### src/verilog/mipsPkg.sv
package mipsPkg;

    // Word, register number and instruction field types
    typedef logic [31:0] wordT;
    typedef logic [4:0]  regAddrT;
    typedef logic [5:0]  opcodeT;
    typedef logic [5:0]  functT;
    typedef logic [2:0]  aluOpT;

    //////////////////////////////////////////////////////////////////////
    // Primary opcodes
    //////////////////////////////////////////////////////////////////////
    localparam opcodeT opRtype = 6'h00;
    localparam opcodeT opJ     = 6'h02;
    localparam opcodeT opJal   = 6'h03;
    localparam opcodeT opBeq   = 6'h04;
    localparam opcodeT opBne   = 6'h05;
    localparam opcodeT opAddiu = 6'h09;
    localparam opcodeT opOri   = 6'h0d;
    localparam opcodeT opLw    = 6'h23;
    localparam opcodeT opSw    = 6'h2b;

    // Function field of register type instructions
    localparam functT fnSll  = 6'h00;
    localparam functT fnAddu = 6'h21;
    localparam functT fnSubu = 6'h23;
    localparam functT fnAnd  = 6'h24;
    localparam functT fnOr   = 6'h25;
    localparam functT fnSlt  = 6'h2a;

    // ALU operations
    localparam aluOpT aluAdd = 3'd0;
    localparam aluOpT aluSub = 3'd1;
    localparam aluOpT aluAnd = 3'd2;
    localparam aluOpT aluOr  = 3'd3;
    localparam aluOpT aluSlt = 3'd4;
    localparam aluOpT aluSll = 3'd5;

    // Memory depths in words
    localparam int imemWords    = 64;
    localparam int dmemWords    = 64;
    localparam int imemAddrBits = $clog2(imemWords);
    localparam int dmemAddrBits = $clog2(dmemWords);

    localparam regAddrT linkReg = 5'd31;
    localparam wordT    resetPc = 32'h0000_0000;

endpackage

### src/verilog/memoryWriteback.sv
`timescale 1ns/1ps

module memoryWriteback (
    input  logic             Clk,
    input  logic             reset,
    input  mipsPkg::wordT    aluResultM,
    input  mipsPkg::wordT    storeDataM,
    input  mipsPkg::regAddrT writeRegM,
    input  logic             regWriteM,
    input  logic             memReadM,
    input  logic             memWriteM,
    input  logic             memToRegM,
    input  logic             linkM,
    input  mipsPkg::wordT    pcPlus4M,
    // Register file write port
    output logic             regWriteW,
    output mipsPkg::regAddrT writeRegW,
    output mipsPkg::wordT    writeDataW,
    // Display
    output mipsPkg::wordT    pcDisplay,
    output mipsPkg::wordT    writeDataDisplay,
    output mipsPkg::regAddrT retireReg,
    output logic             retireValid
);
    import mipsPkg::*;

    wordT readDataW;
    wordT aluResultW;
    wordT pcPlus4W;
    logic memToRegW;
    logic linkW;
    logic retiring;
    logic [dmemAddrBits-1:0] dmemIndex;

    wordT dmem [dmemWords];

    // Word addressed, low two bits dropped
    assign dmemIndex = aluResultM[dmemAddrBits+1:2];

    always_ff @(posedge Clk) begin
        if (memWriteM) begin
            dmem[dmemIndex] <= storeDataM;
        end
        if (memReadM) begin
            readDataW <= dmem[dmemIndex];
        end
    end

    //////////////////////////////////////////////////////////////////////
    // Memory to writeback register
    //////////////////////////////////////////////////////////////////////
    always_ff @(posedge Clk) begin
        if (reset) begin
            regWriteW <= 1'b0;
            memToRegW <= 1'b0;
            linkW     <= 1'b0;
        end else begin
            regWriteW <= regWriteM;
            memToRegW <= memToRegM;
            linkW     <= linkM;
        end
    end

    always_ff @(posedge Clk) begin
        aluResultW <= aluResultM;
        writeRegW  <= writeRegM;
        pcPlus4W   <= pcPlus4M;
    end

    // jal links the address after itself
    assign writeDataW = linkW ? pcPlus4W : (memToRegW ? readDataW : aluResultW);

    // Display follows every real register write
    assign retiring = regWriteW && (writeRegW != '0);

    always_ff @(posedge Clk) begin
        if (reset) begin
            retireValid <= 1'b0;
        end else begin
            retireValid <= retiring;
        end
    end

    always_ff @(posedge Clk) begin
        if (retiring) begin
            pcDisplay        <= pcPlus4W - 32'd4;
            writeDataDisplay <= writeDataW;
            retireReg        <= writeRegW;
        end
    end

endmodule

### config.mk
export PLATFORM = sky130hd
export DESIGN_NAME = memoryWriteback
export DESIGN_NICKNAME = d
export VERILOG_FILES = /design/src/verilog/mipsPkg.sv /design/src/verilog/memoryWriteback.sv
export SDC_FILE = /design/constraint.sdc
export NUM_CORES = 2
export LEC_CHECK = 0
export BUFFER_PORTS_ARGS = -buffer_cell sky130_fd_sc_hd__clkbuf_2
export CAP_MARGIN = 20
export CORE_AREA = 8 8 498 500
export CTS_BUF_LIST = sky130_fd_sc_hd__clkbuf_4 sky130_fd_sc_hd__clkbuf_8
export DETAILED_ROUTE_END_ITERATION = 7
export DIE_AREA = 0 0 506 508
export GPL_ROUTABILITY_DRIVEN = 0
export PLACE_DENSITY = 0.53
export SYNTH_ARGS = -nofsm -noshare
export SYNTH_HDL_FRONTEND = slang
export SYNTH_SLANG_ARGS = --single-unit
### constraint.sdc
create_clock -name Clk -period 6 [get_ports Clk]
set_input_delay 1.5 -clock Clk [delete_from_list [all_inputs] [get_ports Clk]]
set_output_delay 1.5 -clock Clk [all_outputs]
set_load 0.005 [all_outputs]
==> metrics <==
outcome=complete, no violations; worst clock skew=about 0.095 ns; Antenna Nets Post-Route=0; vias in the first global route=approximately 43000; Crit path max-delay family=flip-flops; largest net degree at the start of global routing=71; initial antenna violation count=22; Final period util=0.777; Final TNS setup=0 ns; Ys Warns=0; TritonCTS clock tree=built; final worst path period need=~4.7 ns; Iteration-0 DRC Markers=approximately 4500; Netlist Area Pre-Place=approximately 0.084 mm^2; asr flop ratio synth=0; Syn Area/Cell=between 20 and 25 um^2; Pwr Total=roughly 32 mW; leading area contributor after synthesis=edfxtp_1; Post-CTS Resized=0; Max Clk Rate=roughly 210 MHz; r2r startpoint=dmem[61][17]$_DFFE_PP_; Syn Nets=roughly 3900; Hold Crit Class=reg -> reg; critical path arrival=about 3.2 ns; max-slew violation count=0; peak supply drop=roughly 0.18 mV; max-cap check violation count=0; Via density=roughly 5.3; H-tree levels=5; GRT Residual Overflow=0; Critical Path Start=memToRegW$_SDFF_PP0_; gr usage total=0.181; final core occ=0.404; sequential share of the synthesized area=0.790; CP peak stage delay=0.86 ns; most common cell after layout, fill and taps aside=edfxtp_1; Synth Flop Type=edfxtp_1; WL final=238 mm; Area Overhead vs Synth=16.0%; PwrDens=between 300 and 400 mW/mm^2; # IOs=between 200 and 250; clock root buffer=clkbuf_8; Post-CTS Setup Inserts=0; Post-layout nets=4509; area of the core=0.240 mm^2; CP Buf/Inv Count=2; Hold Fails Final Rpt=0; Initial DRT Pass Iterations=6; CP Capture Type=output port; Post-DP HPWL=between 100 and 150 mm; Port Buffers=about 220; Final setup viols=0; wire per inst=roughly 30 um; Non-Filler Instances=7868; via count=41800; Synth Instances=3831; fillcell total=roughly 21000; die area=between 0.2 and 0.3 mm^2; fraction of layout cells with a size suffix above 1=0.319; crit path cell chain=buf_4 > mux2i_1 > o21ai_0 > clkbuf_2; Synth area leaders=edfxtp_1, mux4_2, mux2i_1, dfxtp_1, a22oi_1; leakage=between 30 and 40 nW; crit start category=flop; WS Path Type=reg -> out; TritonCTS Sinks=about 2200; drc violations=0; first-pass GRT wire length=about 330 mm; Critical-path top delay cell=dfxtp_2; Die H=a little over 500 um; share of the synthesized area in the top cell type=0.773; Longest Clk Path Bufs=4; most frequent cells in the layout=edfxtp_1, mux4_2, clkbuf_8, mux2i_1, clkbuf_2; FF+latch count, synth=around 2200; EDFF count, synth=2149; unrepaired setup endpoints after global routing=no; Netlist cell types=54; Starting Density=0.348; Placement Rows=180; CP required=4.50 ns; Clk Latency, worst-skew pair=about 1.1 ns; CTS clock-pin slew for the worst setup and hold paths=0.06 ns; Die X=a little over 500 um; Crit Path Max Fanout=23; Least-Margin Pin Slew=about 1.1 ns; Worst Min Path Start=pcPlus4W[0]$_DFF_P_; hold_buf cts=0; placed cells=about 7200; max_slew headroom=0.260; Num CTS Buffers=~370
==> sequential cells by signal, summed over array words and instances (netlist names) <==
register and cells:
dmem 2048, pcPlus4W 32, retireValid 1, writeDataDisplay 32
aluResultW 32, regWriteW 1, retireReg 5, readDataW 32
linkW 1, memToRegW 1, pcDisplay 32, writeRegW 5
==> Yosys cell counts (4+ instances only) <==
cell,number
a21oi_1,37
a221oi_1,57
a22o_1,6
a22oi_1,92
and3_1,4
buf_1,17
buf_2,58
buf_4,7
buf_6,21
clkbuf_1,106
dfxtp_1,73
edfxtp_1,2149
inv_1,4
mux2_2,30
mux2i_1,263
mux4_2,412
nand2_1,89
nand2b_1,4
nand3_1,11
nand3b_1,6
nand4_1,29
nor2_1,80
nor2b_1,9
nor3_1,8
nor4_1,8
o21ai_0,42
o21ai_1,50
o221ai_1,28
o22ai_1,37
o31ai_1,4
or3_1,30
or4_1,7
xnor2_1,12
xor2_1,14
==> worst paths after layout <==
check                            end  slack, ns  cells past startpoint
min           pcDisplay[0]$_DFFE_PP_       0.44                      0
max reg2reg  readDataW[17]$_DFFE_PP_       2.95                      4
min reg2reg   pcDisplay[0]$_DFFE_PP_       0.44                      0
max                   writeDataW[22]       1.34                      4
==> power by group <==
group | switching (mW) | internal (mW)
Clock | 5.84 | 6.82
Combinational | 1.05 | 0.537
Sequential | 0.117 | 17.2
==> cells by family after synthesis <==
logic type	synth area share
flops	0.790
mux	0.147
compound gates	0.0296
simple gates	0.0179
buf+inv	0.0127
xor+xnor	0.00273
fa+ha+maj	0.000150
==> final cells by class <==
type / instances / area (um^2) / share of cell area
multi-input combinational: 1395 / 17000 / 0.175
antenna: 21 / 52.6 / 0.000543
clock buffer: 503 / 6130 / 0.0633
sequential: 2222 / 66000 / 0.681
tap: 3185 / 3990 / 0.0411
inverter: 5 / 26.3 / 0.000271
timing repair buffer: 410 / 2970 / 0.0307
clock inverter: 127 / 697 / 0.00720
==> per-layer routing <==
| metal | part of all wire | global-route usage | vias up | routed length [um] |
|---|---|---|---|---|
| met2 | 0.47 | 0.288 | 1733 | 111000 |
| met5 | 0.0011 | 0.00619 | - | 257 |
| li1 | - | - | 17300 | - |
| met1 | 0.42 | 0.244 | 22300 | 100000 |
| met3 | 0.086 | 0.0519 | 380 | 20400 |
| met4 | 0.025 | 0.0493 | 8 | 6070 |
==> per-stage QoR <==
stage	hold slack (ns)	instance area, um^2	setup slack [ns]
5_1_grt	0.464	96800	1.19
3_3_place_gp	0.416	90000	0.745
4_1_cts	0.441	96800	1.21
3_5_place_dp	0.423	90000	0.755
2_1_floorplan	0.409	83500	1.61
6_report	0.441	96900	1.34
(Power assumes the default switching activity.)
