===== config.mk =====
export PLATFORM = sky130hd
export DESIGN_NAME = executeStage
export DESIGN_NICKNAME = d
export VERILOG_FILES = /design/src/verilog/mipsPkg.sv /design/src/verilog/executeStage.sv
export SDC_FILE = /design/constraint.sdc
export NUM_CORES = 1
export LEC_CHECK = 0
export BUFFER_PORTS_ARGS = -buffer_cell sky130_fd_sc_hd__buf_2
export CORE_MARGIN = 1.5
export CORE_UTILIZATION = 30
export CTS_BUF_LIST = sky130_fd_sc_hd__clkbuf_2 sky130_fd_sc_hd__clkbuf_4 sky130_fd_sc_hd__clkbuf_8
export DETAILED_ROUTE_END_ITERATION = 7
export HOLD_SLACK_MARGIN = 0.1
export SLEW_MARGIN = 20
export SYNTH_ARGS = -nofsm -noshare
export SYNTH_HDL_FRONTEND = slang
export SYNTH_SLANG_ARGS = --single-unit

===== constraint.sdc =====
create_clock -name Clk -period 5.2 [get_ports Clk]
set_input_delay 1.3 -clock Clk [delete_from_list [all_inputs] [get_ports Clk]]
set_output_delay 1.3 -clock Clk [all_outputs]
set_load 0.005 [all_outputs]

===== src/verilog/mipsPkg.sv =====
package mipsPkg;

    // Word, register number and instruction field types
    typedef logic [31:0] wordT;
    typedef logic [4:0]  regAddrT;
    typedef logic [5:0]  opcodeT;
    typedef logic [5:0]  functT;
    typedef logic [2:0]  aluOpT;

    //////////////////////////////////////////////////////////////////////
    // Primary opcodes
    //////////////////////////////////////////////////////////////////////
    localparam opcodeT opRtype = 6'h00;
    localparam opcodeT opJ     = 6'h02;
    localparam opcodeT opJal   = 6'h03;
    localparam opcodeT opBeq   = 6'h04;
    localparam opcodeT opBne   = 6'h05;
    localparam opcodeT opAddiu = 6'h09;
    localparam opcodeT opOri   = 6'h0d;
    localparam opcodeT opLw    = 6'h23;
    localparam opcodeT opSw    = 6'h2b;

    // Function field of register type instructions
    localparam functT fnSll  = 6'h00;
    localparam functT fnAddu = 6'h21;
    localparam functT fnSubu = 6'h23;
    localparam functT fnAnd  = 6'h24;
    localparam functT fnOr   = 6'h25;
    localparam functT fnSlt  = 6'h2a;

    // ALU operations
    localparam aluOpT aluAdd = 3'd0;
    localparam aluOpT aluSub = 3'd1;
    localparam aluOpT aluAnd = 3'd2;
    localparam aluOpT aluOr  = 3'd3;
    localparam aluOpT aluSlt = 3'd4;
    localparam aluOpT aluSll = 3'd5;

    // Memory depths in words
    localparam int imemWords    = 64;
    localparam int dmemWords    = 64;
    localparam int imemAddrBits = $clog2(imemWords);
    localparam int dmemAddrBits = $clog2(dmemWords);

    localparam regAddrT linkReg = 5'd31;
    localparam wordT    resetPc = 32'h0000_0000;

endpackage


===== src/verilog/executeStage.sv =====
`timescale 1ns/1ps

module executeStage (
    input  logic             Clk,
    input  logic             reset,
    input  logic             regWriteE,
    input  logic             memReadE,
    input  logic             memWriteE,
    input  logic             memToRegE,
    input  logic             linkE,
    input  mipsPkg::aluOpT   aluOpE,
    input  logic             aluSrcE,
    input  logic [4:0]       shamtE,
    input  mipsPkg::wordT    readData1E,
    input  mipsPkg::wordT    readData2E,
    input  mipsPkg::wordT    immE,
    input  mipsPkg::regAddrT writeRegE,
    input  mipsPkg::wordT    pcPlus4E,
    output mipsPkg::wordT    aluResultM,
    output mipsPkg::wordT    storeDataM,
    output mipsPkg::regAddrT writeRegM,
    output logic             regWriteM,
    output logic             memReadM,
    output logic             memWriteM,
    output logic             memToRegM,
    output logic             linkM,
    output mipsPkg::wordT    pcPlus4M
);
    import mipsPkg::*;

    wordT srcB;
    wordT aluResultE;

    assign srcB = aluSrcE ? immE : readData2E;

    // ALU, sll shifts rt by the shamt field
    always_comb begin
        case (aluOpE)
            aluAdd:  aluResultE = readData1E + srcB;
            aluSub:  aluResultE = readData1E - srcB;
            aluAnd:  aluResultE = readData1E & srcB;
            aluOr:   aluResultE = readData1E | srcB;
            aluSlt:  aluResultE = {31'b0, $signed(readData1E) < $signed(srcB)};
            aluSll:  aluResultE = srcB << shamtE;
            default: aluResultE = srcB;
        endcase
    end

    //////////////////////////////////////////////////////////////////////
    // Execute to memory register
    //////////////////////////////////////////////////////////////////////
    always_ff @(posedge Clk) begin
        if (reset) begin
            regWriteM <= 1'b0;
            memReadM  <= 1'b0;
            memWriteM <= 1'b0;
            memToRegM <= 1'b0;
            linkM     <= 1'b0;
        end else begin
            regWriteM <= regWriteE;
            memReadM  <= memReadE;
            memWriteM <= memWriteE;
            memToRegM <= memToRegE;
            linkM     <= linkE;
        end
    end

    always_ff @(posedge Clk) begin
        aluResultM <= aluResultE;
        storeDataM <= readData2E;
        writeRegM  <= writeRegE;
        pcPlus4M   <= pcPlus4E;
    end

endmodule


==> results.toml <==
[clocking]
cts_hold_buffers = 0
postCtsSetupBuffers = 0
cts_tree = "built"
clk_pin_slew_worst_paths_ns = 0.14
cts_made_buffers = 9
cts_resized = 0
clockBufferDepth = 2
htree_levels = 3
cts.sinks = 106
cts-root-buf = "clkbuf_8"

[cells_and_area]
n_fill_cell = 3297
areaGrowthSynthToFinish_pct = 21.8
num_antenna_cells = 0
layout.nets = 1698
drive_above_1_share_pct = 26.7

[worst_setup_path]
timing.critical_path.mode_cell = "o21ai_0"
slowest_delay_ns = 0.48
crit_type = "input port to flip-flop"
startpoint_type = "input port"
required_ns = 5.54
crit_chain = "buf_2 -> buf_12 -> mux2i_1 -> ha_1 -> o211ai_1 -> a21oi_1 -> o21ai_0 -> nand2_1 -> a311oi_2 -> o21ai_1 -> a2111oi_0 -> o21ai_0 -> a21o_1"
end_kind = "flip-flop"
crit_slowest_cell = "a2111oi_0"
cp_max_fo = 10
crit_arrival_ns = 5.10

[synthesis]
avgSynthCellArea_sq_um = 8.00
ys_ff_latch = 106
synth_nets = 1457
synth_edf_count = 0
synthCells = 1205
ys.flop_type = "dfxtp_1"
ys_warn_count = 0
synthArstFlopShare_pct = 0
ys_seq_area_share_pct = 22.0
netlist_area_sq_um = 9640
synth_cell_types = 78

[route]
wl_per_cell_um = 21.6
drc = 0
vias_per_cell = 5.64
wl_mm = 40.0
drt_iter0_markers = 999
drt_pass1_iterations = 7
ant_nets = 0
vias = 10500

[hold_path]
min_path_type = "input port to flip-flop"

[floorplanning]
die_x_um = 182
io-pin-count = 255
start_util_pct = 30.6
core_sq_um = 31600
fp.dieH_um = 182
fp-row-count = 65
dieArea_sq_um = 33200

[global_route]
grt_pass1_vias = 9761
antenna_found_initial = 1
grt_pass1_wl_mm = 58.4
gr-usage-all-layers_pct = 23.1
grt_max_degree = 41
grt_overflow_total = 0

[timing]
maxSlewHeadroom_pct = 27.4
fin_tns_setup_ns = 0
setup_slack_ns = 0.442
hold_viol = 0
slew_violations = 0
period_needed_ns = 4.76
setup_violations = 0
fmax_mhz = 210
period_share_pct = 91.5
rsz0062_at_grt = "false"
worst_pin_slew_ns = 1.08

[power_and_ir_drop]
ir_drop_v = 0.000114
p_leak_nw = 5.46
powerDensity_nw_per_um2 = 228
total_power_mw = 2.67

[run]
max-cap-violations = 0

[place]
portBuffers = 254
gp_congestion = 0.964
dp_worst_setup_slack_ns = 0.140
hpwl_mm = 32.2

[status]
status = "complete, no violations"
## sequential cells by signal, summed over array words and instances (netlist names)
signal and count:
aluResultM 32, linkM 1, memReadM 1, memToRegM 1
memWriteM 1, pcPlus4M 32, regWriteM 1, storeDataM 32
writeRegM 5
## layout by cell type, fill, tap and decap left out, types with 4 or more instances in the layout
cell	instances
xnor2_1	22
and3_1	4
buf_2	254
nor2_1	103
o221ai_1	12
a31oi_1	12
o22ai_1	22
a221o_1	7
o211ai_1	16
or3_1	9
inv_1	92
inv_6	4
dfxtp_1	106
a221oi_1	7
nand2b_1	14
nand2_1	75
o21a_1	9
ha_1	101
a211oi_1	11
nor2b_1	12
o21bai_1	9
o21ai_0	98
nor3_1	19
mux2_2	19
a21oi_1	134
buf_4	53
clkbuf_8	10
mux2i_1	56
mux4_2	24
nor4_1	8
or4_1	4
a21o_1	12
a22oi_1	6
or2_2	5
o31ai_1	4
nand3_1	14
a32oi_1	5
## path summary, 6_finish.rpt
kind / from / endpoint / cells past startpoint
setup / recovery: aluSrcE / aluResultM[30] / 13
hold / removal: pcPlus4E[27] / pcPlus4M[27] / 1
## through the flow
step,cells,area (sq um),hold WS [ns],utilization [%]
floorplan,1205,9640,1.33,-
global placement,1837,11500,1.40,36.6
detailed placement,1837,11500,1.40,36.6
CTS,1853,11700,0.943,37.2
global route,1853,11700,0.950,37.2
finish,1853,11700,0.952,37.2
## cells by family (layout without fill, tap and decap cells)
| logic type | Yosys count | count (layout) | synth area share [%] |
|---|---|---|---|
| compound gates | 416 | 416 | 28.0 |
| xor+xnor | 23 | 23 | 2.09 |
| fa+ha+maj | 103 | 103 | 13.5 |
| buf+inv | 174 | 420 | 7.12 |
| flops | 106 | 106 | 22.0 |
| mux | 99 | 99 | 13.6 |
| simple gates | 284 | 284 | 13.6 |
## worst max-delay path, delay by kind of cell
kind | cells | cell delay [ns]
simple gates | 1 | 0.24
fa+ha+maj | 1 | 0.40
buf+inv | 2 | 0.47
mux | 1 | 0.41
compound gates | 8 | 2.25
## synthesized netlist by cell type (8+ instances only)
master	instances	area, sq um
a21oi_1	134	671
dfxtp_1	106	2120
nor2_1	103	387
ha_1	101	1260
o21ai_0	98	490
inv_1	92	345
nand2_1	75	282
mux2i_1	56	561
clkbuf_1	46	173
mux4_2	24	541
o22ai_1	22	138
xnor2_1	22	193
nor3_1	21	105
mux2_2	19	214
o211ai_1	16	120
buf_1	14	52.6
nand2b_1	14	87.6
nand3_1	14	70.1
buf_2	13	65.1
a21o_1	12	90.1
a31oi_1	12	75.1
nor2b_1	12	75.1
o221ai_1	12	105
a211oi_1	11	82.6
o21a_1	9	67.6
o21bai_1	9	67.6
or3_1	9	56.3
nor4_1	8	50.1
## layout make-up
cell class | count | area [sq um] | area share [%]
Clock inverter | 6 | 62.6 | 0.533
Tap cell | 402 | 503 | 4.28
Timing Repair Buffer | 309 | 1710 | 14.6
Clock buffer | 10 | 138 | 1.17
Inverter | 95 | 357 | 3.04
Sequential cell | 106 | 2120 | 18.1
Multi-Input combinational cell | 925 | 6850 | 58.3
## per-layer routing
| layer | wire, um | global-route usage [%] | vias up |
|---|---|---|---|
| li1 | - | - | 4871 |
| met1 | 17000 | 30.0 | 4869 |
| met2 | 17300 | 36.1 | 613 |
| met3 | 4250 | 6.25 | 102 |
| met4 | 1450 | 9.72 | 2 |
| met5 | 13 | 0 | - |
## power by group
part	total, mW	internal, mW	switching [mW]	leakage (nW)
logic	1.21	0.477	0.731	4.47
clock network	0.560	0.202	0.357	0.103
registers	0.905	0.881	0.0233	0.894
No activity file was read; power rests on OpenSTA's default activity.
