**config.mk**
```make
export PLATFORM = sky130hd
export DESIGN_NAME = decodeStage
export DESIGN_NICKNAME = d
export VERILOG_FILES = /design/src/verilog/mipsPkg.sv /design/src/verilog/decodeStage.sv
export SDC_FILE = /design/constraint.sdc
export NUM_CORES = 2
export LEC_CHECK = 0
export BUFFER_PORTS_ARGS = -buffer_cell sky130_fd_sc_hd__buf_2
export CAP_MARGIN = 25
export CORE_ASPECT_RATIO = 0.9
export CORE_MARGIN = 2
export CORE_UTILIZATION = 40
export DETAILED_ROUTE_END_ITERATION = 10
export MAX_ROUTING_LAYER = met4
export PLACE_DENSITY = 0.64
export SLEW_MARGIN = 20
export SYNTH_ARGS = -nofsm -noshare
export SYNTH_HDL_FRONTEND = slang
export SYNTH_SLANG_ARGS = --single-unit
```
**constraint.sdc**
```tcl
create_clock -name Clk -period 4.95 [get_ports Clk]
set_input_delay 0 -clock Clk [delete_from_list [all_inputs] [get_ports Clk]]
set_output_delay 0 -clock Clk [all_outputs]
set_load 0.02 [all_outputs]
```
**src/verilog/mipsPkg.sv**
```systemverilog
package mipsPkg;

    // Word, register number and instruction field types
    typedef logic [31:0] wordT;
    typedef logic [4:0]  regAddrT;
    typedef logic [5:0]  opcodeT;
    typedef logic [5:0]  functT;
    typedef logic [2:0]  aluOpT;

    //////////////////////////////////////////////////////////////////////
    // Primary opcodes
    //////////////////////////////////////////////////////////////////////
    localparam opcodeT opRtype = 6'h00;
    localparam opcodeT opJ     = 6'h02;
    localparam opcodeT opJal   = 6'h03;
    localparam opcodeT opBeq   = 6'h04;
    localparam opcodeT opBne   = 6'h05;
    localparam opcodeT opAddiu = 6'h09;
    localparam opcodeT opOri   = 6'h0d;
    localparam opcodeT opLw    = 6'h23;
    localparam opcodeT opSw    = 6'h2b;

    // Function field of register type instructions
    localparam functT fnSll  = 6'h00;
    localparam functT fnAddu = 6'h21;
    localparam functT fnSubu = 6'h23;
    localparam functT fnAnd  = 6'h24;
    localparam functT fnOr   = 6'h25;
    localparam functT fnSlt  = 6'h2a;

    // ALU operations
    localparam aluOpT aluAdd = 3'd0;
    localparam aluOpT aluSub = 3'd1;
    localparam aluOpT aluAnd = 3'd2;
    localparam aluOpT aluOr  = 3'd3;
    localparam aluOpT aluSlt = 3'd4;
    localparam aluOpT aluSll = 3'd5;

    // Memory depths in words
    localparam int imemWords    = 64;
    localparam int dmemWords    = 64;
    localparam int imemAddrBits = $clog2(imemWords);
    localparam int dmemAddrBits = $clog2(dmemWords);

    localparam regAddrT linkReg = 5'd31;
    localparam wordT    resetPc = 32'h0000_0000;

endpackage

```
**src/verilog/decodeStage.sv**
```systemverilog
`timescale 1ns/1ps

module decodeStage (
    input  logic             Clk,
    input  logic             reset,
    input  mipsPkg::wordT    instrD,
    input  mipsPkg::wordT    pcPlus4D,
    // Destinations still in flight
    input  mipsPkg::regAddrT writeRegEx,
    input  logic             regWriteEx,
    input  mipsPkg::regAddrT writeRegMem,
    input  logic             regWriteMem,
    // Register file write port
    input  logic             regWriteW,
    input  mipsPkg::regAddrT writeRegW,
    input  mipsPkg::wordT    writeDataW,
    // Back to fetch
    output logic             stall,
    output logic             redirect,
    output mipsPkg::wordT    redirectTarget,
    // Execute side
    output logic             regWriteE,
    output logic             memReadE,
    output logic             memWriteE,
    output logic             memToRegE,
    output logic             linkE,
    output mipsPkg::aluOpT   aluOpE,
    output logic             aluSrcE,
    output logic [4:0]       shamtE,
    output mipsPkg::wordT    readData1E,
    output mipsPkg::wordT    readData2E,
    output mipsPkg::wordT    immE,
    output mipsPkg::regAddrT writeRegE,
    output mipsPkg::wordT    pcPlus4E
);
    import mipsPkg::*;

    opcodeT  opcode;
    functT   funct;
    regAddrT rs;
    regAddrT rt;
    regAddrT rd;
    wordT    immD;
    wordT    readData1D;
    wordT    readData2D;
    wordT    branchTarget;
    wordT    jumpTarget;
    regAddrT writeRegD;
    aluOpT   aluOpD;
    logic    regWriteD;
    logic    memReadD;
    logic    memWriteD;
    logic    memToRegD;
    logic    linkD;
    logic    aluSrcD;
    logic    zeroExt;
    logic    useRd;
    logic    usesRt;
    logic    isBeq;
    logic    isBne;
    logic    isJump;
    logic    rsHazard;
    logic    rtHazard;
    logic    branchTaken;

    wordT regFile [32];

    assign opcode = instrD[31:26];
    assign rs     = instrD[25:21];
    assign rt     = instrD[20:16];
    assign rd     = instrD[15:11];
    assign funct  = instrD[5:0];

    //////////////////////////////////////////////////////////////////////
    // Control decode
    //////////////////////////////////////////////////////////////////////
    always_comb begin
        regWriteD = 1'b0;
        memReadD  = 1'b0;
        memWriteD = 1'b0;
        memToRegD = 1'b0;
        linkD     = 1'b0;
        aluSrcD   = 1'b0;
        aluOpD    = aluAdd;
        zeroExt   = 1'b0;
        useRd     = 1'b0;
        usesRt    = 1'b0;
        isBeq     = 1'b0;
        isBne     = 1'b0;
        isJump    = 1'b0;
        case (opcode)
            opRtype: begin
                regWriteD = 1'b1;
                useRd     = 1'b1;
                usesRt    = 1'b1;
                case (funct)
                    fnAddu:  aluOpD = aluAdd;
                    fnSubu:  aluOpD = aluSub;
                    fnAnd:   aluOpD = aluAnd;
                    fnOr:    aluOpD = aluOr;
                    fnSlt:   aluOpD = aluSlt;
                    fnSll:   aluOpD = aluSll;
                    default: regWriteD = 1'b0;
                endcase
            end
            opAddiu: begin
                regWriteD = 1'b1;
                aluSrcD   = 1'b1;
            end
            opOri: begin
                regWriteD = 1'b1;
                aluSrcD   = 1'b1;
                aluOpD    = aluOr;
                zeroExt   = 1'b1;
            end
            opLw: begin
                regWriteD = 1'b1;
                memReadD  = 1'b1;
                memToRegD = 1'b1;
                aluSrcD   = 1'b1;
            end
            opSw: begin
                memWriteD = 1'b1;
                aluSrcD   = 1'b1;
                usesRt    = 1'b1;
            end
            opBeq: begin
                isBeq  = 1'b1;
                usesRt = 1'b1;
            end
            opBne: begin
                isBne  = 1'b1;
                usesRt = 1'b1;
            end
            opJ: isJump = 1'b1;
            opJal: begin
                isJump    = 1'b1;
                linkD     = 1'b1;
                regWriteD = 1'b1;
            end
            default: ;
        endcase
    end

    // Destination is rd, rt, or r31 for jal
    assign writeRegD = linkD ? linkReg : (useRd ? rd : rt);
    assign immD = zeroExt ? {16'b0, instrD[15:0]} : {{16{instrD[15]}}, instrD[15:0]};

    //////////////////////////////////////////////////////////////////////
    // Register file with writeback bypass
    //////////////////////////////////////////////////////////////////////
    always_ff @(posedge Clk) begin
        if (regWriteW && (writeRegW != '0)) begin
            regFile[writeRegW] <= writeDataW;
        end
    end

    assign readData1D = (rs == '0) ? '0 :
                        (regWriteW && (writeRegW == rs)) ? writeDataW : regFile[rs];
    assign readData2D = (rt == '0) ? '0 :
                        (regWriteW && (writeRegW == rt)) ? writeDataW : regFile[rt];

    // RAW check against execute and memory, jumps read nothing
    assign rsHazard = !isJump && (rs != '0) &&
                      ((regWriteEx && (writeRegEx == rs)) ||
                       (regWriteMem && (writeRegMem == rs)));
    assign rtHazard = usesRt && (rt != '0) &&
                      ((regWriteEx && (writeRegEx == rt)) ||
                       (regWriteMem && (writeRegMem == rt)));
    assign stall = rsHazard || rtHazard;

    // Branch resolution
    assign branchTaken    = (isBeq && (readData1D == readData2D)) ||
                            (isBne && (readData1D != readData2D));
    assign branchTarget   = pcPlus4D + {immD[29:0], 2'b00};
    assign jumpTarget     = {pcPlus4D[31:28], instrD[25:0], 2'b00};
    assign redirect       = (branchTaken || isJump) && !stall;
    assign redirectTarget = isJump ? jumpTarget : branchTarget;

    //////////////////////////////////////////////////////////////////////
    // Decode to execute register
    //////////////////////////////////////////////////////////////////////

    // Stall drops a bubble into execute
    always_ff @(posedge Clk) begin
        if (reset || stall) begin
            regWriteE <= 1'b0;
            memReadE  <= 1'b0;
            memWriteE <= 1'b0;
            memToRegE <= 1'b0;
            linkE     <= 1'b0;
        end else begin
            regWriteE <= regWriteD;
            memReadE  <= memReadD;
            memWriteE <= memWriteD;
            memToRegE <= memToRegD;
            linkE     <= linkD;
        end
    end

    always_ff @(posedge Clk) begin
        aluOpE     <= aluOpD;
        aluSrcE    <= aluSrcD;
        shamtE     <= instrD[10:6];
        readData1E <= readData1D;
        readData2E <= readData2D;
        immE       <= immD;
        writeRegE  <= writeRegD;
        pcPlus4E   <= pcPlus4D;
    end

endmodule

```
==> results.yml <==
clocking:
  cts_buffer_depth: 3
  cts_buffers: 119
  cts_sinks: 1151
  clkTransAtPathRegs_ps: 60
  insertion_delay_ps: 760
  cts_root_buf: "clkbuf_16"
  htree_levels: 3
  post_cts_resized: 0
  cts_tree: "done"
worst_setup_path:
  crit_cells: 15
  crit_fanout: 35
  critPathCaptureType: "output pin"
  critPathTopFamily: "buffers and inverters"
  rr_endpoint: "readData2E[22]"
  worstReg2RegStart: "regFile[3][22]"
  timing.critical_path.cells: "dlygate4sd3_1 -> buf_8 -> buf_4 -> nor3_2 -> a21oi_1 -> buf_4 -> buf_4 -> a41o_1 -> xnor2_1 -> nand2_1 -> nor4b_1 -> and3_1 -> a31oi_1 -> nand3b_1 -> buf_2"
  r2r_slack_ps: 2520
  worst_path_most_repeated_cell: "buf_4"
  crit_buf_inv: 6
  cp_slowest_cell: "a21oi_1"
  start_kind: "primary input"
  cpPeakStageDelay_ps: 750
  rr_worst_depth: 5
  crit_required_ps: 4950
  criticalPathCategory: "primary input to output pin"
  cp_data_arrival_time_ps: 4820
global_routing:
  overflow: 0
  grt_max_degree: 76
  antenna_found_initial: 15
  grtUsageTotal_pct: 28.6
  grt_pass1_vias: 33869
  grt_pass1_wl_um: 264000
yosys:
  yosys_most_used_dff: "edfxtp_1"
  yosysTopAreaCell: "edfxtp_1"
  yosysMostFrequentCell: "edfxtp_1"
  ys.warnings.count: 0
  synth_area_per_cell_um2: 17.8
  syn_inst: 2994
  synth_edf_count: 1024
  synthTopCellsByCount: "1,024 x edfxtp_1, 516 x mux4_2, 192 x nand2_1"
  async_reset_ff_share_pct: 0
  ys_seq_area_share_pct: 62.6
  yosysUniqueCellTypes: 73
  yosys_register_bits: 1151
  yosysTopAreaCellShare_pct: 57.8
  netlist_area_um2: 53200
  synthTopCellsByArea: "edfxtp_1 58%, mux4_2 22%, dfxtp_1 4.8%"
placed_design:
  place.gp.congestion: 0.988
  place_ws_ps: 499
  dp_hpwl_um: 124000
  dp_cells: 4995
  portBuffers: 296
timing:
  skew_ps: 51.6
  grt_setup_unrepaired: "no"
  maxSlewViolCount: 0
  fin_setup_tns_ps: 0
  period_needed_ps: 4820
  hold_violations: 0
  finalCritPeriodShare_pct: 97.4
  worst_slew_pin_slew_ps: 1140
  timing.final.ws_setup_ps: 130
  max_freq_mhz: 207
  whs_ps: 49.7
  final-setup-viol-count: 0
  slew_headroom_pct: 23.9
final_layout:
  nFillCells: 10856
  drive_above_1_share_pct: 33.8
  seq_area_um2: 33300
  final_nets: 3669
  layout.cells.non_filler: 5368
  area_growth_pct: 18.1
  multi_input_area_um2: 18900
worst_hold_path:
  whs_endpoint: "readData1E[23]"
  worstHoldPathCells: 4
  hold_path_class: "primary input to flop"
  min_from: "instrD[22]"
power:
  leakage_nw: 21.1
  power_density_nw_per_um2: 360
  ir_drop_uv: 299
die:
  fp-row-count: 126
  die-area_um2: 136000
  initial_core_util_pct: 40.4
  core_area_um2: 132000
  io_pins: 297
  die_y_um: 350
  die_w_um: 388
status:
  status: "finished, final reports clean"
routing:
  vias_per_cell: 6.56
  first_pass_iters: 6
  drcViolationCount: 0
  num_vias: 35213
  drt_iter0_drc: 5822
  postRouteAntennaNets: 0
  wl_um: 191000
  routedWlPerCell_um: 35.5
job:
  drv_cap: 0
## per-layer routing
| layer | up-vias | wire [µm] | GRT usage (%) |
|---|---|---|---|
| li1 | 13557 | - | - |
| met1 | 18273 | 70500 | 37.4 |
| met2 | 2925 | 85300 | 41.8 |
| met3 | 458 | 26700 | 8.64 |
| met4 | 0 | 8310 | 11.3 |
| met5 | - | 0 | - |
## state kept, by name, summed over array words and instances, names as in the netlist
| register | count |
|---|---|
| pcPlus4E | 32 |
| memToRegE | 1 |
| aluSrcE | 1 |
| aluOpE | 3 |
| writeRegE | 5 |
| readData1E | 32 |
| shamtE | 4 |
| regWriteE | 1 |
| memWriteE | 1 |
| linkE | 1 |
| regFile | 1024 |
| readData2E | 32 |
| immE | 14 |
## repair_timing
action                    in CTS  in global routing
hold buffers                 147                  0
buffers inserted               0                  0
hold endpoints to repair    1121                  0
## cells in the final DEF (no fill, tap or decap), drive strengths merged, types with 60 or more instances in the layout
master	n
edfxtp	1024
mux4	516
buf	470
nand2	192
clkbuf	156
dlygate4sd3	147
dfxtp	127
nor2	114
nand3	65
mux2i	62
a22oi	60
## through the flow
step	power [mW]	util, %	instance area [µm²]
finish	22.6	47.8	62900
global route	23.2	47.7	62900
CTS	22.7	47.7	62800
detailed placement	13.7	43.7	57500
global placement	13.7	43.6	57400
floorplan	12.6	-	53300
## cells by family (layout without fill, tap and decap cells)
| kind of cell | Yosys count | in the layout | share of synthesized area (%) |
|---|---|---|---|
| simple gates | 545 | 545 | 4.94 |
| mux | 589 | 589 | 23.2 |
| compound gates | 355 | 355 | 4.80 |
| buf+inv | 249 | 855 | 2.61 |
| fa+ha+maj | 17 | 17 | 0.414 |
| flops | 1151 | 1151 | 62.6 |
| other cells | 1 | 41 | 0.00705 |
| xor+xnor | 87 | 87 | 1.43 |
## report_power, final
group	switching, mW	internal (mW)
sequential	0.132	10.8
combinational	1.67	1.04
clock	3.88	5.11
total	5.68	16.9
## cell type report
class | instances | area share, %
diodes | 9 | 0.0358
clock buffers | 156 | 5.22
clock inverters | 60 | 0.918
inverters | 22 | 0.131
multi-input cells | 1625 | 30.1
flip-flops and latches | 1151 | 53.0
well taps | 1728 | 3.44
repair buffers | 617 | 7.21
## worst register-to-register path: stages (launching register included)
cell and delay, ps:
edfxtp_1 410, mux4_2 470, mux2i_1 230, o22ai_1 120, o21ai_0 590, a21oi_1 390
## worst max-delay path by stage
stage / slack [ps] / endpoint / startpoint
2_1_floorplan: 2090 / redirect / instrD[23]
3_3_place_gp: 480 / redirect / instrD[24]
3_5_place_dp: 500 / redirect / instrD[24]
4_1_cts: 60 / redirect / instrD[18]
5_1_grt: 70 / redirect / instrD[18]
6_report: 130 / redirect / instrD[17]
Power figures use the tool's default switching activity.
