[config.mk]
export PLATFORM = sky130hd
export DESIGN_NAME = fetchStage
export DESIGN_NICKNAME = d
export VERILOG_FILES = /design/src/verilog/mipsPkg.sv /design/src/verilog/fetchStage.sv
export SDC_FILE = /design/constraint.sdc
export NUM_CORES = 1
export LEC_CHECK = 0
export BUFFER_PORTS_ARGS = -buffer_cell sky130_fd_sc_hd__buf_2
export CORE_ASPECT_RATIO = 1.5
export CORE_MARGIN = 5
export CORE_UTILIZATION = 46
export DETAILED_ROUTE_END_ITERATION = 8
export GPL_ROUTABILITY_DRIVEN = 0
export PLACE_DENSITY = 0.72
export SLEW_MARGIN = 20
export SYNTH_ARGS = -nofsm -noshare
export SYNTH_HDL_FRONTEND = slang
export SYNTH_SLANG_ARGS = --single-unit
export TNS_END_PERCENT = 10
[constraint.sdc]
create_clock -name Clk -period 3 [get_ports Clk]
set_input_delay 0.15 -clock Clk [delete_from_list [all_inputs] [get_ports Clk]]
set_output_delay 0.15 -clock Clk [all_outputs]
set_load 0.1 [all_outputs]
[src/program.hex]
// One instruction word per line, starting at byte address 0x00
// Layout: ALU ops, dependent chain, sw/lw, beq/bne, jal/j/r0 write, end loop
24010005
2402FFFD
340300F8
00222021
00222823
00653024
00643825
0041402A
00014900
01285021
014A5021
AC0A0008
8C0B0008
01616021
10210001
240D0001
14210001
240D0007
0C000014
240E0011
24000009
08000017
240F0033
03ED8021
08000018
[src/verilog/mipsPkg.sv]
package mipsPkg;

    // Word, register number and instruction field types
    typedef logic [31:0] wordT;
    typedef logic [4:0]  regAddrT;
    typedef logic [5:0]  opcodeT;
    typedef logic [5:0]  functT;
    typedef logic [2:0]  aluOpT;

    //////////////////////////////////////////////////////////////////////
    // Primary opcodes
    //////////////////////////////////////////////////////////////////////
    localparam opcodeT opRtype = 6'h00;
    localparam opcodeT opJ     = 6'h02;
    localparam opcodeT opJal   = 6'h03;
    localparam opcodeT opBeq   = 6'h04;
    localparam opcodeT opBne   = 6'h05;
    localparam opcodeT opAddiu = 6'h09;
    localparam opcodeT opOri   = 6'h0d;
    localparam opcodeT opLw    = 6'h23;
    localparam opcodeT opSw    = 6'h2b;

    // Function field of register type instructions
    localparam functT fnSll  = 6'h00;
    localparam functT fnAddu = 6'h21;
    localparam functT fnSubu = 6'h23;
    localparam functT fnAnd  = 6'h24;
    localparam functT fnOr   = 6'h25;
    localparam functT fnSlt  = 6'h2a;

    // ALU operations
    localparam aluOpT aluAdd = 3'd0;
    localparam aluOpT aluSub = 3'd1;
    localparam aluOpT aluAnd = 3'd2;
    localparam aluOpT aluOr  = 3'd3;
    localparam aluOpT aluSlt = 3'd4;
    localparam aluOpT aluSll = 3'd5;

    // Memory depths in words
    localparam int imemWords    = 64;
    localparam int dmemWords    = 64;
    localparam int imemAddrBits = $clog2(imemWords);
    localparam int dmemAddrBits = $clog2(dmemWords);

    localparam regAddrT linkReg = 5'd31;
    localparam wordT    resetPc = 32'h0000_0000;

endpackage

[src/verilog/fetchStage.sv]
`timescale 1ns/1ps

module fetchStage (
    input  logic          Clk,
    input  logic          reset,
    input  logic          stall,
    input  logic          redirect,
    input  mipsPkg::wordT redirectTarget,
    output mipsPkg::wordT instrD,
    output mipsPkg::wordT pcPlus4D
);
    import mipsPkg::*;

    wordT pcF;
    wordT pcPlus4F;
    wordT instrF;
    logic [imemAddrBits-1:0] imemIndex;

    // Instruction ROM
    wordT imem [imemWords];

    initial begin
        $readmemh("/design/src/program.hex", imem);
    end

    assign pcPlus4F  = pcF + 32'd4;
    assign imemIndex = pcF[imemAddrBits+1:2];
    assign instrF    = imem[imemIndex];

    //////////////////////////////////////////////////////////////////////
    // Program counter
    //////////////////////////////////////////////////////////////////////

    // Redirect wins, decode never asserts it while stalled
    always_ff @(posedge Clk) begin
        if (reset) begin
            pcF <= resetPc;
        end else if (redirect) begin
            pcF <= redirectTarget;
        end else if (!stall) begin
            pcF <= pcPlus4F;
        end
    end

    //////////////////////////////////////////////////////////////////////
    // Fetch to decode register
    //////////////////////////////////////////////////////////////////////

    // All-zero word decodes as sll r0,r0,0
    always_ff @(posedge Clk) begin
        if (reset) begin
            instrD <= '0;
        end else if (redirect) begin
            instrD <= '0;
        end else if (!stall) begin
            instrD <= instrF;
        end
    end

    always_ff @(posedge Clk) begin
        if (!stall) begin
            pcPlus4D <= pcPlus4F;
        end
    end

endmodule

==> results of run 1 <==
## Yosys cell counts (2+ instances only)
library cell	number	area [µm²]
a211oi_1	12	90.1
a21oi_1	5	25.0
a221oi_1	3	26.3
a311oi_1	10	87.6
and3_1	3	18.8
and4_1	8	70.1
buf_1	3	11.3
buf_2	2	10.0
buf_4	32	240
clkbuf_1	18	67.6
clkbuf_2	2	10.0
dfxtp_1	32	641
edfxtp_1	32	961
inv_1	13	48.8
mux2i_1	3	30.0
nand2_1	19	71.3
nand3_1	10	50.1
nand4_1	11	68.8
nor2_1	37	139
nor3_1	13	65.1
nor4_1	10	62.6
o21ai_0	9	45.0
o31a_1	4	35.0
o31ai_1	3	22.5
or3_1	6	37.5
or4_1	6	45.0
xnor2_1	22	193
xor2_1	16	140
## worst paths after layout
| path | from | endpoint | slack (ps) | cells after the start |
|---|---|---|---|---|
| worst min-delay path | redirectTarget[2] | pcF[2] | 50 | 3 |
| worst max register to register | pcF[2] | pcF[30] | 460 | 5 |
| worst max-delay path | pcF[2] | pcF[30] | 460 | 5 |
| worst min register to register | pcF[1] | pcPlus4D[1] | 440 | 0 |
## power by group through the flow
stage	Clock [mW]	Sequential, mW	Combinational (mW)
5_1_grt	0.692	1.05	0.589
3_5_place_dp	0	1.06	0.564
2_1_floorplan	0	1.25	0.326
4_1_cts	0.650	1.04	0.566
3_3_place_gp	0	1.05	0.562
6_report	0.631	1.04	0.565
## stage by stage
step	std cells	hold WS, ps	cell area, µm²	power, mW
global placement	504	390	3730	1.62
CTS	520	33.3	3890	2.25
floorplan	392	293	3590	1.57
finish	520	48.8	3890	2.24
detailed placement	504	404	3730	1.62
global route	520	46.4	3890	2.33
## flip-flops by register name (all words and copies together), names as in the netlist
register  count
pcPlus4D     32
pcF          32
## placed cells by master, fill, tap and decap left out, types with 3 or more instances in the layout
| master | n |
|---|---|
| buf_2 | 67 |
| nor2_1 | 37 |
| conb_1 | 32 |
| dfxtp_1 | 32 |
| edfxtp_1 | 32 |
| xnor2_1 | 22 |
| nand2_1 | 19 |
| xor2_1 | 16 |
| inv_1 | 13 |
| nor3_1 | 13 |
| a211oi_1 | 12 |
| nand4_1 | 11 |
| nand3_1 | 10 |
| nor4_1 | 10 |
| a311oi_1 | 10 |
| clkbuf_8 | 10 |
| o21ai_0 | 9 |
| and4_1 | 8 |
| or4_1 | 6 |
| or3_1 | 6 |
| a21oi_1 | 5 |
| clkbuf_1 | 5 |
| o31a_1 | 4 |
| mux2i_1 | 3 |
| a221oi_1 | 3 |
| and3_1 | 3 |
| o31ai_1 | 3 |
| buf_4 | 3 |
## worst max-delay path, cell delays in order (launching register included)
cell and delay [ps]:
dfxtp_1 420, ha_1 270, nand3_1 200, or4_1 770, or4_1 600, and3_1 170
## routing by layer
metal,wire length (µm),global-route usage
met3,553,0.0378
met1,3040,0.207
met5,0,0
met2,4330,0.321
met4,184,0.0970
## cells by family (layout without fill, tap and decap cells)
family / after synthesis / after routing
xor gates and xnor gates: 38 / 38
muxes: 3 / 3
and+or+nand+nor: 133 / 133
DFF: 64 / 64
adders and majority gates: 1 / 1
buffers and inverters: 71 / 99
other: 1 / 32
AOI/OAI and AO/OA: 50 / 50
## final cells by class
class	count	area share
inverter	13	0.0126
clock inverter	1	0.00129
clock buffer	15	0.0402
sequential	64	0.412
multi-input combinational	257	0.410
tap	100	0.0322
timing repair buffer	70	0.0921
==> impl_metrics.ini, run 1 <==
[synth]
synth_compound_area_frac = 0.107
synth_top_family_by_area = simple AND/OR/NAND/NOR gates
async_flop_share = 0
synth_edf_count = 32
synth-seq-cells = 64
postSynthAreaPerCell_um2 = 9.63
synthMuxAreaShare = 0.00864
synth_area_mm2 = 0.00348
yosysUniqueCellTypes = 45
yosysSeqAreaShare = 0.461
syn-instance-count = 361
synth-xor-area-share = 0.0957
synth_fa_ha_area_frac = 0.00360
ys.flop_type = edfxtp_1
yosys.area_share.simple = 0.209
ys_warn_count = 0

[die]
row_count = 38
dieArea_mm2 = 0.00943
die_h_um = 116
start_util = 0.475
io_pins = 100
core_mm2 = 0.00732
fp.dieW_um = 81.0

[status]
status = finished, final reports clean

[sta]
fmax_mhz = 394
skew_ps = 8.56
slew_viol_final = 0
fin_crit_ps = 2540
tightest_slew_ps = 877
setup_viol = 0
fin_ws_ps = 464
fin_setup_tns_ps = 0
rsz0062_at_grt = no
fin_crit_sh = 0.845
maxSlewHeadroom = 0.410
finalHoldViolations = 0

[flow_run]
max_cap_viol_count = 0

[clock_network]
clock_latency_ps = 350
cts_sinks = 64
ctsHoldBuffers = 0
cts_buffers = 9
postCtsSetupRepairBufs = 0
clockBufferDepth = 2
htreeDepth = 3
post_cts_resized = 0
cts_tree = yes
clkTransAtPathRegs_ps = 60
root_buffer = clkbuf_8

[place]
port_buffers = 67
place_hpwl_mm = 5.82
dpl_worst_slack_ps = 490

[power]
swShare = 0.377
p_clk_frac = 0.282
pwr-share-comb = 0.253
leakagePower_nw = 1.53
p_int_mw = 1.39
ir_worst_vdd_v = 0.000332
power_frac_seq = 0.465
power_density_mw_per_mm2 = 575
power_switching_mw = 0.842

[cells_and_area]
fin_nets = 452
antenna-diode-count = 0
final_layout_size_suffix_gt1_frac = 0.210
area_growth_pct = 11.8
fin_util = 0.531
seq_area_mm2 = 0.00160
multi_input_area_mm2 = 0.00159
n_fill_cell = 732

[critical_path]
endpoint_kind = register
crit_type = reg2reg
critPathRequiredTime_ps = 3240
crit_path_max_fanout = 17
cp.arrival_ps = 2780
startpoint_type = register

[grt]
grt_max_degree = 36
grt_pass1_wl_mm = 13.1
antenna_found_initial = 0
overflow = 0
grt_pass1_vias = 2747
track_usage = 0.183

[worst_hold_path]
min_path_type = in2reg

[drt]
drc = 0
drtAntennaViolNets = 0
dr.first_iter.drc_count = 216
vias = 2788
drt_first_pass_iters = 4
viasPerCell = 5.36
routed_wl_mm = 8.11
route.detailed.wl_per_inst_um = 15.6
(Power assumes the default switching activity.)
==> run 2: changes to the inputs <==
- clock period: 3 -> 2.6 ns (I/O delays scaled with it)
==> impl_metrics.ini, run 2 (synthesis gave the netlist of run 1 again) <==
[status]
status = finished, final reports clean

[sta]
slew_viol_final = 0
whs_ps = 23.7
setup_viol = 0
fin_ws_ps = 268
rsz0062_at_grt = no
fin_setup_tns_ps = 0
fin_crit_sh = 0.897
fin_crit_ps = 2330
skew_ps = 6.44
maxSlewHeadroom = 0.512
finalHoldViolations = 0
fmax_mhz = 429
tightest_slew_ps = 731

[die]
start_util = 0.475
die_h_um = 116
row_count = 38
core_mm2 = 0.00732
fp.dieW_um = 81.0
dieArea_mm2 = 0.00943
io_pins = 100

[clock_network]
ctsHoldBuffers = 0
cts_buffers = 9
clock_latency_ps = 350
post_cts_resized = 0
htreeDepth = 3
cts_sinks = 64
postCtsSetupRepairBufs = 0
clkTransAtPathRegs_ps = 60
root_buffer = clkbuf_8
cts_tree = yes
clockBufferDepth = 2

[grt]
grt_max_degree = 36
met2_usage = 0.307
antenna_found_initial = 0
grt_pass1_wl_mm = 12.8
grtUsageMet1 = 0.197
overflow = 0
grt_pass1_vias = 2793
gr-usage-met3 = 0.0394
grt-busiest-layer = met2
track_usage = 0.179

[place]
dp.cells = 511
dpl_worst_slack_ps = 282
port_buffers = 67
place_hpwl_mm = 5.78
post_dp_cell_area_mm2 = 0.00378

[cells_and_area]
fin_nets = 459
largestRegisters = pcF: 32 flops, pcPlus4D: 32 flops
final_cell_area_mm2 = 0.00395
fin_util = 0.539
final_common_cell = buf_2
antenna-diode-count = 0
final_layout_size_suffix_gt1_frac = 0.222
stdcell_count = 527
final_cell_mix = 67 x buf_2, 37 x nor2_1, 32 x conb_1, 32 x dfxtp_1, 32 x edfxtp_1
area_growth_pct = 13.6

[critical_path]
endpoint_kind = register
critPathLaunch = pcF[2]
crit_path_max_fanout = 13
max_stage_delay_ps = 700
startpoint_type = register
critPathMostFrequentCell = or4_1
cp_num_buf_inv = 0
crit_type = reg2reg
cp.arrival_ps = 2570
path_cells = ha_1 -> nand3_1 -> or4_1 -> or4_1 -> and3_1
path_delay_family = simple AND/OR/NAND/NOR gates
critPathRequiredTime_ps = 2840
reg2reg_from = pcF[2]
slowest_stage = or4_1

[drt]
drc = 0
route.detailed.wl_per_inst_um = 15.3
routed_wl_mm = 8.07
dr.first_iter.drc_count = 225
drt_first_pass_iters = 4
viasPerCell = 5.42
vias = 2858
drtAntennaViolNets = 0

[flow_run]
max_cap_viol_count = 0

[power]
power_density_mw_per_mm2 = 662
ir_worst_vdd_v = 0.000437
leakagePower_nw = 1.57
fin_total_pwr_mw = 2.61

[worst_hold_path]
min_from = redirectTarget[3]
min_path_type = in2reg
run 2: final timing paths:
check | endpoint | slack (ps) | cells after the start
max | pcF[26] | 270 | 5
min | pcF[3] | 20 | 3
max reg2reg | pcF[26] | 270 | 5
min reg2reg | pcPlus4D[1] | 440 | 0
run 2: layer usage:
layer | share of wire | vias up | wire length, µm
li1 | - | 1373 | -
met3 | 0.062 | 19 | 497
met4 | 0.031 | 0 | 254
met5 | 0 | - | 0
met1 | 0.39 | 1362 | 3140
met2 | 0.52 | 104 | 4180
run 2: area by class of cell:
cell class | instances | area [µm²]
clock inverter | 1 | 3.75
multi-input combinational | 257 | 1590
clock buffer | 15 | 166
sequential | 64 | 1600
fill | 712 | 3370
timing repair buffer | 77 | 410
inverter | 13 | 48.8
tap | 100 | 125
run 2: worst register-to-register path, delay by kind of cell, from the launching register on:
family | cells | cell delay [ps]
flip-flops | 1 | 410
adder cells (fa/ha/maj) | 1 | 270
AND/OR/NAND/NOR | 4 | 1550
run 2: where the power goes:
group / switching, mW / internal (mW) / total (mW)
Combinational: 0.553 / 0.102 / 0.655
Clock: 0.364 / 0.397 / 0.761
Sequential: 0.0637 / 1.13 / 1.20
Total: 0.981 / 1.63 / 2.61
==> run 3: changes to the inputs <==
- CORE_UTILIZATION: 46 -> 52
- PLACE_DENSITY: 0.72 -> 0.8
==> impl_metrics.ini, run 3 (synthesis gave the netlist of run 1 again) <==
[status]
status = finished, final reports clean

[cells_and_area]
final_cell_mix = 67 x buf_2, 37 x nor2_1, 32 x conb_1, 32 x dfxtp_1, 32 x edfxtp_1
seq_area_mm2 = 0.00160
multi_input_area_mm2 = 0.00159
fin_nets = 460
antenna-diode-count = 0
area_growth_pct = 13.2
largestRegisters = pcF: 32 flops, pcPlus4D: 32 flops
final_common_cell = buf_2
n_fill_cell = 563
final_layout_size_suffix_gt1_frac = 0.227

[critical_path]
rr_worst_depth = 5
critPathMostFrequentCell = or4_1
reg2reg_from = pcF[2]
path_cells = ha_1 -> nand3_1 -> or4_1 -> or4_1 -> and3_1
crit_path_max_fanout = 12
slowest_stage = or4_1
reg2reg_slack_ps = 250
endpoint_kind = register
crit_type = reg2reg
worst_r2r_endpoint = pcF[30]
startpoint_type = register
cp.arrival_ps = 2580
max_stage_delay_ps = 690
critPathRequiredTime_ps = 2840

[drt]
drc = 0
drt_first_pass_iters = 5
dr.first_iter.drc_count = 220
routed_wl_mm = 7.70
drtAntennaViolNets = 0
route.detailed.wl_per_inst_um = 15.3
viasPerCell = 5.72
vias = 2884

[die]
row_count = 36
io_pins = 100
dieArea_mm2 = 0.00846
core_mm2 = 0.00653
die_h_um = 110
start_util = 0.532
fp.dieW_um = 76.8

[clock_network]
ctsHoldBuffers = 0
clkTransAtPathRegs_ps = 70
cts_tree = yes
clockBufferDepth = 2
postCtsSetupRepairBufs = 0
root_buffer = clkbuf_8
cts_sinks = 64
htreeDepth = 3
post_cts_resized = 0
cts_buffers = 9
clock_latency_ps = 350

[worst_hold_path]
min_from = redirectTarget[0]
min_path_type = in2reg
worstHoldPathCells = 3
min_to = pcF[0]

[sta]
setup_viol = 0
fmax_mhz = 426
finalHoldViolations = 0
maxSlewHeadroom = 0.543
fin_setup_tns_ps = 0
skew_ps = 11.1
tightest_slew_ps = 685
fin_crit_ps = 2350
fin_crit_sh = 0.902
rsz0062_at_grt = no
slew_viol_final = 0

[grt]
antenna_found_initial = 0
gr-usage-met3 = 0.0341
grt_pass1_wl_mm = 12.3
grt-busiest-layer = met2
met2_usage = 0.353
grt_pass1_vias = 2624
grtUsageMet1 = 0.186
grt_max_degree = 36
track_usage = 0.183
overflow = 0

[flow_run]
max_cap_viol_count = 0

[power]
leakagePower_nw = 1.58
swShare = 0.368
p_clk_frac = 0.300
power_switching_mw = 0.974
pwr-share-comb = 0.246
ir_worst_vdd_v = 0.000378
p_int_mw = 1.67
power_frac_seq = 0.454
fin_total_pwr_mw = 2.64
power_density_mw_per_mm2 = 671

[place]
place_hpwl_mm = 5.58
port_buffers = 67
-- run 3: changes by cell type in the layout (fill, tap and decap cells not counted), sizes merged --
cell and delta:
buf +1, bufinv +1, clkinv +3, clkbuf -4
-- run 3: area by class of cell --
class / count / area share
multi-input combinational: 257 / 0.405
inverter: 13 / 0.0124
clock inverter: 5 / 0.0121
tap: 76 / 0.0242
timing repair buffer: 78 / 0.106
sequential: 64 / 0.407
clock buffer: 11 / 0.0334
-- run 3: stage by stage --
| stage | setup slack (ps) | utilization | cell area (µm²) | hold WS [ps] | instances |
|---|---|---|---|---|---|
| floorplan | 422 | - | 3590 | 273 | 392 |
| global placement | 351 | 0.575 | 3760 | 365 | 488 |
| detailed placement | 277 | 0.575 | 3760 | 366 | 488 |
| CTS | 262 | 0.602 | 3940 | 11.3 | 504 |
| global route | 51.8 | 0.602 | 3940 | 34.0 | 504 |
| finish | 254 | 0.602 | 3940 | 16.6 | 504 |
-- run 3: critical path, delay by kind of cell (launching register included) --
kind | cells | cell delay (ps)
simple gates | 4 | 1560
flops | 1 | 400
fa+ha+maj | 1 | 280
-- run 3: metal layers --
layer	up-vias	share of wire
met2	157	0.54
met5	-	0
li1	1375	-
met4	0	0.031
met3	29	0.077
met1	1323	0.36
-- run 3: worst max-delay path by stage --
| stage | slack (ps) | start | end | depth (start not counted) |
|---|---|---|---|---|
| after detailed placement | 280 | pcF[2] | pcPlus4D[30] | 6 |
| after global placement | 350 | pcF[2] | pcF[30] | 5 |
| after global routing | 50 | pcF[2] | pcPlus4D[22] | 6 |
| after CTS | 260 | pcF[2] | pcPlus4D[30] | 6 |
| after floorplan | 420 | pcF[2] | pcF[30] | 6 |
| final | 250 | pcF[2] | pcF[30] | 5 |
-- run 3: power by group through the flow --
| stage | clock (mW) | combinational (mW) | sequential, mW |
|---|---|---|---|
| 6_report | 0.793 | 0.649 | 1.20 |
| 5_1_grt | 0.863 | 0.676 | 1.21 |
| 4_1_cts | 0.806 | 0.651 | 1.20 |
| 3_5_place_dp | 0 | 0.649 | 1.22 |
| 3_3_place_gp | 0 | 0.645 | 1.22 |
| 2_1_floorplan | 0 | 0.376 | 1.44 |
